[src/rtl/shiftSettings_settings.svh]
`ifndef SHIFT_SETTINGS_SVH
`define SHIFT_SETTINGS_SVH

// operand and result width
`define SHIFT_WIDTH 32

// 5-bit shift amount wraps at 32
`define SHIFT_AMT_BITS 5

`define SHIFT_COARSE_LSB 2 // lowest amount bit handled by stage 1

`endif

[src/rtl/linkPkg.sv]
package linkPkg;

    // receiver side of the request link
    typedef enum logic [1:0] {
        RX_IDLE  = 2'd0, // waiting for inReq
        RX_HOLD  = 2'd1, // request latched, offered to shifter
        RX_ACKED = 2'd2  // inAck high until inReq drops
    } rxState;

    // sender side of the result link
    typedef enum logic [1:0] {
        TX_IDLE    = 2'd0, // ready for next result
        TX_REQ     = 2'd1, // outReq high, waiting for outAck
        TX_RELEASE = 2'd2  // waiting for outAck to drop
    } txState;

endpackage

[src/rtl/shiftPkg.sv]
`include "shiftSettings_settings.svh"

package shiftPkg;

    // operand and result word
    typedef logic [`SHIFT_WIDTH-1:0] shiftData;

    typedef logic [`SHIFT_AMT_BITS-1:0] shiftAmt; // wraps, no overflow case

    // shift opcodes as carried on the request link
    typedef enum logic [2:0] {
        SHIFT_SLL = 3'd0, // logical left, zero fill
        SHIFT_SRL = 3'd1, // logical right, zero fill
        SHIFT_SRA = 3'd2, // arithmetic right, sign fill
        SHIFT_SLA = 3'd3, // top bit kept, lower bits shift left
        SHIFT_ROL = 3'd4,
        SHIFT_ROR = 3'd5
    } shiftOp;

    // codes 6 and 7 unused, the shifter passes data unchanged for them

endpackage

[src/rtl/shiftBarrel.sv]
`timescale 1ns/1ps

`include "shiftSettings_settings.svh"

module shiftBarrel (
    input  logic              clk,
    input  logic              rst,

    input  logic              reqValid,
    output logic              reqReady,
    input  shiftPkg::shiftData reqData,
    input  shiftPkg::shiftAmt  reqAmt,
    input  shiftPkg::shiftOp   reqOp,

    output logic              resValid,
    input  logic              resReady,
    output shiftPkg::shiftData resData
);

    localparam int Msb = `SHIFT_WIDTH - 1;

    // one shift rule for both stages, so the two steps add up
    function automatic shiftPkg::shiftData shiftStep(
        input shiftPkg::shiftData d,
        input shiftPkg::shiftAmt  n,
        input shiftPkg::shiftOp   op,
        input logic               fill
    );
        logic [2*`SHIFT_WIDTH-1:0] wide;
        shiftPkg::shiftData        res;
        wide = '0;
        res  = d;
        case (op)
            shiftPkg::SHIFT_SLL: res = d << n;
            shiftPkg::SHIFT_SRL: res = d >> n;
            shiftPkg::SHIFT_SRA: begin
                wide = {{`SHIFT_WIDTH{fill}}, d} >> n; // fill from original top bit
                res  = wide[Msb:0];
            end
            shiftPkg::SHIFT_SLA: res = {d[Msb], d[Msb-1:0] << n};
            shiftPkg::SHIFT_ROL: begin
                wide = {d, d} << n;
                res  = wide[2*`SHIFT_WIDTH-1:`SHIFT_WIDTH];
            end
            shiftPkg::SHIFT_ROR: begin
                wide = {d, d} >> n;
                res  = wide[Msb:0];
            end
            default: res = d;
        endcase
        return res;
    endfunction

    // stage 1 registers
    logic                             s1Valid;
    shiftPkg::shiftData               s1Data;
    logic [`SHIFT_COARSE_LSB-1:0]     s1Lo;   // amount bits left for stage 2
    shiftPkg::shiftOp                 s1Op;
    logic                             s1Sign; // operand top bit before any shift

    // stage 2 registers
    logic               s2Valid;
    shiftPkg::shiftData s2Data;

    logic s1Free;
    logic s2Free;

    shiftPkg::shiftAmt coarseAmt; // multiple of four
    shiftPkg::shiftAmt fineAmt;   // 0 to 3

    assign coarseAmt = {reqAmt[`SHIFT_AMT_BITS-1:`SHIFT_COARSE_LSB], {`SHIFT_COARSE_LSB{1'b0}}};
    assign fineAmt   = {{(`SHIFT_AMT_BITS-`SHIFT_COARSE_LSB){1'b0}}, s1Lo};

    // a stage moves when the next one is empty or moving
    assign s2Free   = !s2Valid || resReady;
    assign s1Free   = !s1Valid || s2Free;
    assign reqReady = s1Free;

    always_ff @(posedge clk) begin
        if (rst) begin
            s1Valid <= 1'b0;
            s2Valid <= 1'b0;
        end else begin
            if (s1Free) s1Valid <= reqValid;
            if (s2Free) s2Valid <= s1Valid;
        end
    end

    always_ff @(posedge clk) begin
        if (s1Free && reqValid) begin
            s1Data <= shiftStep(reqData, coarseAmt, reqOp, reqData[Msb]);
            s1Lo   <= reqAmt[`SHIFT_COARSE_LSB-1:0];
            s1Op   <= reqOp;
            s1Sign <= reqData[Msb];
        end
        if (s2Free && s1Valid) begin
            s2Data <= shiftStep(s1Data, fineAmt, s1Op, s1Sign);
        end
    end

    assign resValid = s2Valid;
    assign resData  = s2Data;

endmodule

[src/rtl/shiftRequestPort.sv]
`timescale 1ns/1ps

module shiftRequestPort (
    input  logic              clk,
    input  logic              rst,

    // four-phase link from the producer
    input  logic              inReq,
    output logic              inAck,
    input  shiftPkg::shiftData inData,
    input  shiftPkg::shiftAmt  inAmt,
    input  shiftPkg::shiftOp   inOp,

    // valid/ready link to the shifter
    output logic              reqValid,
    input  logic              reqReady,
    output shiftPkg::shiftData reqData,
    output shiftPkg::shiftAmt  reqAmt,
    output shiftPkg::shiftOp   reqOp
);

    linkPkg::rxState state;

    logic takeReq; // new request seen in idle
    logic handOff; // shifter takes the latched request

    assign takeReq = (state == linkPkg::RX_IDLE) && inReq;
    assign handOff = reqValid && reqReady;

    // offered to the shifter only while holding
    assign reqValid = (state == linkPkg::RX_HOLD);

    // ack follows acceptance, so a stalled pipeline holds the producer
    assign inAck = (state == linkPkg::RX_ACKED);

    always_ff @(posedge clk) begin
        if (rst) begin
            state <= linkPkg::RX_IDLE;
        end else begin
            case (state)
                linkPkg::RX_IDLE: begin
                    if (inReq) begin
                        state <= linkPkg::RX_HOLD;
                    end
                end
                linkPkg::RX_HOLD: begin
                    if (handOff) begin
                        state <= linkPkg::RX_ACKED;
                    end
                end
                linkPkg::RX_ACKED: begin
                    if (!inReq) begin // producer released, close the cycle
                        state <= linkPkg::RX_IDLE;
                    end
                end
                default: state <= linkPkg::RX_IDLE;
            endcase
        end
    end

    // fields are stable while inReq is high, one capture is enough
    always_ff @(posedge clk) begin
        if (takeReq) begin
            reqData <= inData;
            reqAmt  <= inAmt;
            reqOp   <= inOp;
        end
    end

endmodule

[src/rtl/shiftResultPort.sv]
`timescale 1ns/1ps

module shiftResultPort (
    input  logic              clk,
    input  logic              rst,

    // valid/ready link from the shifter
    input  logic              resValid,
    output logic              resReady,
    input  shiftPkg::shiftData resData,

    // four-phase link to the consumer
    output logic              outReq,
    input  logic              outAck,
    output shiftPkg::shiftData outData
);

    linkPkg::txState state;

    logic takeRes;

    // only one result held at a time
    assign resReady = (state == linkPkg::TX_IDLE);
    assign takeRes  = resValid && resReady;

    assign outReq = (state == linkPkg::TX_REQ);

    always_ff @(posedge clk) begin
        if (rst) begin
            state <= linkPkg::TX_IDLE;
        end else begin
            case (state)
                linkPkg::TX_IDLE: begin
                    if (takeRes) begin
                        state <= linkPkg::TX_REQ;
                    end
                end
                linkPkg::TX_REQ: begin
                    if (outAck) begin // consumer has the data
                        state <= linkPkg::TX_RELEASE;
                    end
                end
                linkPkg::TX_RELEASE: begin
                    if (!outAck) begin
                        state <= linkPkg::TX_IDLE;
                    end
                end
                default: state <= linkPkg::TX_IDLE;
            endcase
        end
    end

    // held until the next result, so stable across the whole cycle
    always_ff @(posedge clk) begin
        if (takeRes) begin
            outData <= resData;
        end
    end

endmodule

[src/rtl/shiftUnit.sv]
`timescale 1ns/1ps

module shiftUnit (
    input  logic              clk,
    input  logic              rst,

    // request link from the producer
    input  logic              inReq,
    output logic              inAck,
    input  shiftPkg::shiftData inData,
    input  shiftPkg::shiftAmt  inAmt,
    input  shiftPkg::shiftOp   inOp,

    // result link to the consumer
    output logic              outReq,
    input  logic              outAck,
    output shiftPkg::shiftData outData
);

    logic              reqValid;
    logic              reqReady;
    shiftPkg::shiftData reqData;
    shiftPkg::shiftAmt  reqAmt;
    shiftPkg::shiftOp   reqOp;

    logic              resValid;
    logic              resReady;
    shiftPkg::shiftData resData;

    shiftRequestPort reqPort_i (
        .clk      (clk),
        .rst      (rst),
        .inReq    (inReq),
        .inAck    (inAck),
        .inData   (inData),
        .inAmt    (inAmt),
        .inOp     (inOp),
        .reqValid (reqValid),
        .reqReady (reqReady),
        .reqData  (reqData),
        .reqAmt   (reqAmt),
        .reqOp    (reqOp)
    );

    shiftBarrel barrel_i (
        .clk      (clk),
        .rst      (rst),
        .reqValid (reqValid),
        .reqReady (reqReady),
        .reqData  (reqData),
        .reqAmt   (reqAmt),
        .reqOp    (reqOp),
        .resValid (resValid),
        .resReady (resReady),
        .resData  (resData)
    );

    shiftResultPort resPort_i (
        .clk      (clk),
        .rst      (rst),
        .resValid (resValid),
        .resReady (resReady),
        .resData  (resData),
        .outReq   (outReq),
        .outAck   (outAck),
        .outData  (outData)
    );

endmodule

[config.mk]
export PLATFORM = sky130hd
export DESIGN_NAME = shiftUnit
export DESIGN_NICKNAME = d
export VERILOG_FILES = /design/src/rtl/linkPkg.sv /design/src/rtl/shiftPkg.sv /design/src/rtl/shiftBarrel.sv /design/src/rtl/shiftRequestPort.sv /design/src/rtl/shiftResultPort.sv /design/src/rtl/shiftUnit.sv
export VERILOG_INCLUDE_DIRS = /design/src /design/src/rtl
export SDC_FILE = /design/constraint.sdc
export NUM_CORES = 1
export LEC_CHECK = 0
export BUFFER_PORTS_ARGS = -buffer_cell sky130_fd_sc_hd__buf_2
export CORE_MARGIN = 5
export CORE_UTILIZATION = 40
export DETAILED_ROUTE_END_ITERATION = 6
export PLACE_DENSITY_LB_ADDON = 0.1
export SLEW_MARGIN = 10
export SYNTH_ARGS = -nofsm -noshare
export SYNTH_HDL_FRONTEND = slang
export SYNTH_HIERARCHICAL = 1
export SYNTH_SLANG_ARGS = --single-unit
[constraint.sdc]
create_clock -name clk -period 3.7 [get_ports clk]
set_input_delay 0 -clock clk [delete_from_list [all_inputs] [get_ports clk]]
set_output_delay 0 -clock clk [all_outputs]
set_load 0.02 [all_outputs]
# Word-level counts from Yosys, hierarchy flattened
# Index checks and enable logic that the tools add are counted.
[word_totals] mem_bits_rw=0 n_memories=0 latch_bits=0 ff_bits=148 mem_bits_ro=0
[op_classes] n_eq_ne=20 bitwise=0 reduce_logical=14 n_div=0 shift=12 order_cmp=0 add_sub_neg=0 n_mul=0 mux=10
[op_table] operator="$pmux W32 S6" count=2
[op_table] operator="$shr A64 B2 Y32" count=2
[op_table] operator="$shr A64 B5 Y32" count=2
[op_table] operator="$shl A64 B2 Y64" count=1
[op_table] operator="$shl A64 B5 Y64" count=1
[op_table] operator="$shl A32 B2 Y32" count=1
[op_table] operator="$shl A32 B5 Y32" count=1
[op_table] operator="$shr A32 B2 Y32" count=1
[op_table] operator="$shr A32 B5 Y32" count=1
[op_table] operator="$shl A31 B2 Y31" count=1
[op_table] operator="$shl A31 B5 Y31" count=1
[op_table] operator="$eq A3 B2 Y1 const B" count=4
[op_table] operator="$eq A3 B3 Y1 const B" count=4
[op_table] operator="$mux W2" count=6
[op_table] operator="$pmux W2 S3" count=2
[op_table] operator="$ne A2 B2 Y1 const B" count=4
[op_table] operator="$eq A3 B1 Y1 const B" count=2
[op_table] operator="$logic_not A3 Y1" count=2
[op_table] operator="$reduce_and A3 Y1" count=2
[op_table] operator="$eq A2 B1 Y1 const B" count=2
[op_table] operator="$eq A2 B2 Y1 const B" count=2
[op_table] operator="$logic_and A1 B1 Y1" count=4
[op_table] operator="$logic_not A2 Y1" count=2
[op_table] operator="$ne A2 B1 Y1 const B" count=2
[op_table] operator="other kinds (2)" count=4

# Depth between registers and ports, before layout
[depth] depth_word=6 ltp_mapped=9 ltp_nobuf=5

# Cells and area by module
# Netlist, hierarchy kept.
[modules_own_cells] mod="shiftBarrel" area_per_inst_um2=8680.8 n_inst=1 cells_each=936
[modules_own_cells] mod="shiftRequestPort" area_per_inst_um2=1312.5 n_inst=1 cells_each=51
[modules_own_cells] mod="shiftResultPort" area_per_inst_um2=1047.3 n_inst=1 cells_each=41

# Least setup slack after synthesis
# No wires, ideal clock.
[synth_timing] kind="reg2reg" startpoint="register reqPort_i.state[0]" endpoint="register reqPort_i.reqAmt[0], enable pin" t_arrival_ns=2.162 path_stages_with_launch=3 period_less_slack_ns=2.600 path_buffers=0 path_slack_ns=1.100 cell_sequence="dfxtp_1 -> nand2b_4 -> nor2_1"
[synth_between] elab_chain_cells=2
[synth_lines] element="start, declared" line="shiftRequestPort.sv:22" rtl="linkPkg::rxState state;"
[synth_lines] element="start signal, assigned" line="shiftRequestPort.sv:38" rtl="state <= linkPkg::RX_IDLE;"
[synth_lines] element="start signal, assigned" line="shiftRequestPort.sv:43" rtl="state <= linkPkg::RX_HOLD;"
[synth_lines] element="start signal, assigned" line="shiftRequestPort.sv:48" rtl="state <= linkPkg::RX_ACKED;"
[synth_lines] element="$logic_not A2 Y1" line="shiftRequestPort.sv:27" rtl="assign takeReq = (state == linkPkg::RX_IDLE) && inReq;"
[synth_lines] element="$logic_and A1 B1 Y1" line="shiftRequestPort.sv:27"
[synth_lines] element="net reqPort_i.takeReq" line="shiftRequestPort.sv:24" rtl="logic takeReq;"
[synth_lines] element="end signal, assigned" line="shiftRequestPort.sv:65" rtl="reqAmt <= inAmt;"
[synth_lines] element="end, declared" line="shiftRequestPort.sv:18" rtl="output shiftPkg::shiftAmt reqAmt,"
# The timed path passes the listed nets, and every way through them passes these cells.
# A chain may end at the register's enable or synchronous reset.

# Worst setup path in the final report
[layout_timing] startpoint="register reqPort_i.reqOp[2]" endpoint="register barrel_i.s1Data[25], data pin"
[layout_between] elab_chain_cells=2 word_cells_on_any_way=7 classes_between="5 x eq/ne; 1 x mux; 1 x reduce/logical"
[layout_lines] element="start, declared" line="shiftRequestPort.sv:19" rtl="output shiftPkg::shiftOp reqOp"
[layout_lines] element="start signal, assigned" line="shiftRequestPort.sv:66" rtl="reqOp <= inOp;"
[layout_lines] element="$eq A3 B3 Y1 (tied with other cells)" line="shiftBarrel.sv:33" rtl="case (op)"
[layout_lines] element="$pmux W32 S6 (*)" line="shiftBarrel.sv:33"
[layout_lines] element="end signal, assigned" line="shiftBarrel.sv:91" rtl="s1Data <= shiftStep(reqData, coarseAmt, reqOp, reqData[Msb]);"
[layout_lines] element="end, declared" line="shiftBarrel.sv:56" rtl="shiftPkg::shiftData s1Data;"
# Mark *: on every way between the ends. The rest lies on a longest branch, timed or not.

==> results.toml <==
[status]
status = "complete, no violations"

[clock_tree]
cts_tree = "yes"
clk_latency_ps = 440
hold_buffers = 45
h-tree-depth = 4
cts_root_buf = "clkbuf_16"
cts.repair.resized = 0
cts_setup_buffers = 0
numCtsBuffers = 17
clockBufferDepth = 2
clock-sinks = 148
clk_pin_slew_ps = 70

[global_routing]
gr-usage-all-layers_pct = 20.5
grt_max_degree = 70
grt_pass1_wl_um = 50200
grt_pass1_vias = 8633
grt-ovfl-total = 0
antenna_found_initial = 0

[logic_synthesis]
synth_fp_nets = 1072
synthCells = 1028
synthMuxAreaShare_pct = 27.0
synth_area_um2 = 11000
synth_compound_area_share_pct = 14.8
synth_warnings = 6
synth_top_family_by_area = "multiplexers"
synthSimpleGateAreaFrac_pct = 13.3
synthAdderAreaFrac_pct = 0
synth_ff_type = "edfxtp_1"
synth_xor_area_share_pct = 0.238
yosysSeqAreaShare_pct = 39.7
yosys.cell_types.count = 79
synth_edf_count = 142
synth-seq-cells = 148
async_flop_share_pct = 0
avgSynthCellArea_um2 = 10.7

[sta]
rsz0062_at_grt = "false"
fmax_ghz = 0.359
worst_slack_ps = 912
finalCritPeriodShare_pct = 75.3
worst_pin_slew_ps = 1080
fin_crit_ps = 2790
max-slew-margin-rel_pct = 27.1
setup_tns_ps = 0
hold_ws_ps = 270
setup_viol = 0
fin_skew_ps = 13.9
slew_violations = 0
hold_viol = 0

[layout]
drive_gt1_share_pct = 22.9
utilization_pct = 46.9
stdcell_count = 1495
syn_to_final_growth_pct = 15.0
layout_common_cells = "142 x edfxtp_1, 128 x nor2_1, 119 x mux2i_1, 77 x buf_2, 65 x a21oi_1"
final_common_cell = "edfxtp_1"
final_nets = 1154
fin_area_um2 = 12700
diodes = 0

[die]
die_h_um = 176
initial_core_util_pct = 40.7
row_count = 60
ios = 78
die_w_um = 176
core_um2 = 27100
dieArea_um2 = 31000

[critical_path]
cp.arrival_ps = 2950
cp_slowest_stage_delay_ps = 810
cp.required_ps = 3870
cp_max_fo = 21
rr_worst_depth = 5
critPathKind = "reg2reg"
path_cells = "nand4bb_1, nand2_1, a22oi_1, o21ai_0, a21o_1"
crit_path_top_delay_cell = "edfxtp_1"
endpoint_kind = "flop"
cp-start-kind = "flop"

[power_and_ir_drop]
total_power_mw = 4.92
leakagePower_nw = 4.67
p_per_area_nw_per_um2 = 388
vdd_drop_max_v = 0.000218

[placed_design]
dp.cells = 1418
dp_hpwl_um = 21700
placed_area_um2 = 11700
gp_congestion = 0.959
pre_cts_ws_ps = 1080
port_buffers = 77

[routing]
wl_per_cell_um = 21.5
drc = 0
drt_iter0_drc = 778
via_count = 9175
drt_first_pass_iters = 5
drt_wl_total_um = 32200
ant_nets = 0
via_per_inst = 6.14

[min_path]
hp-class = "in2reg"
hold_path_depth = 2

[job]
maxCapViolCount = 0
-- Yosys cell counts (all sizes together), types with 5 or more instances --
| master | n | area (um^2) |
|---|---|---|
| a211oi | 12 | 95.1 |
| a21oi | 67 | 343 |
| a22oi | 6 | 45.0 |
| a31oi | 10 | 62.6 |
| and2 | 6 | 37.5 |
| buf | 54 | 370 |
| clkbuf | 36 | 135 |
| dfxtp | 6 | 120 |
| edfxtp | 142 | 4260 |
| inv | 11 | 41.3 |
| mux2 | 40 | 458 |
| mux2i | 120 | 1210 |
| mux4 | 58 | 1310 |
| nand2 | 64 | 245 |
| nand2b | 15 | 101 |
| nand3 | 14 | 70.1 |
| nand4b | 5 | 43.8 |
| nor2 | 130 | 490 |
| nor2b | 14 | 87.6 |
| nor3 | 33 | 165 |
| o211ai | 14 | 105 |
| o21ai | 50 | 250 |
| o221ai | 8 | 70.1 |
| o22ai | 8 | 50.1 |
| o2bb2ai | 5 | 43.8 |
| o311ai | 5 | 43.8 |
| o31ai | 5 | 37.5 |
| o32a | 5 | 50.1 |
| or2 | 6 | 37.5 |
| or3 | 5 | 31.3 |
-- layer usage --
layer	GRT usage (%)	vias up	share of wire, %
met3	2.96	86	7.2
met4	7.28	0	3.3
met1	28.3	4449	42
li1	-	4164	-
met5	0	-	0
met2	33.1	476	47
-- kinds of logic (layout without fill, tap and decap cells) --
family | Yosys count | in the layout
buffers and inverters | 102 | 197
XOR/XNOR | 3 | 3
AO/OA/AOI/OAI | 245 | 245
AND/OR/NAND/NOR | 312 | 312
multiplexers | 218 | 218
flip-flops | 148 | 148
-- report_power, final --
| part | leakage [nW] | total, mW | switching [mW] | internal (mW) |
|---|---|---|---|---|
| Sequential | 1.37 | 2.08 | 0.137 | 1.95 |
| Combinational | 3.02 | 1.01 | 0.558 | 0.455 |
| Clock | 0.289 | 1.83 | 0.811 | 1.01 |
-- state kept, by name, summed over array words and instances (netlist names) --
name	count
barrel_i/s1Data	32
resPort_i/state	2
resPort_i/outData	32
barrel_i/s1Valid	1
barrel_i/s1Op	3
barrel_i/resValid	1
reqPort_i/reqData	32
reqPort_i/state	2
reqPort_i/reqAmt	5
reqPort_i/reqOp	3
barrel_i/s1Lo	2
barrel_i/s1Sign	1
barrel_i/resData	32
-- area by class of cell --
class | count | area [um^2]
Multi-Input combinational cell | 778 | 6120
Inverter | 12 | 45.0
Clock buffer | 17 | 425
Sequential cell | 148 | 4380
Clock inverter | 15 | 168
Timing Repair Buffer | 153 | 1090
Fill cell | 2474 | 14400
Tap cell | 372 | 465
-- path summary, 6_finish.rpt --
path | from | end | slack (ps)
worst min-delay path | inData[19] | reqPort_i/reqData[19] | 270
worst max register to register | reqPort_i/reqOp[2] | barrel_i/s1Data[25] | 910
worst min register to register | barrel_i/resData[19] | resPort_i/outData[19] | 420
worst max-delay path | reqPort_i/reqOp[2] | barrel_i/s1Data[25] | 910
-- worst max-delay path: cells and delay by family (launching register included) --
kind	cells	cell delay [ps]
AOI/OAI and AO/OA	3	710
DFF	1	810
and+or+nand+nor	2	1000
Note: power is estimated with default switching activity, not from simulation.
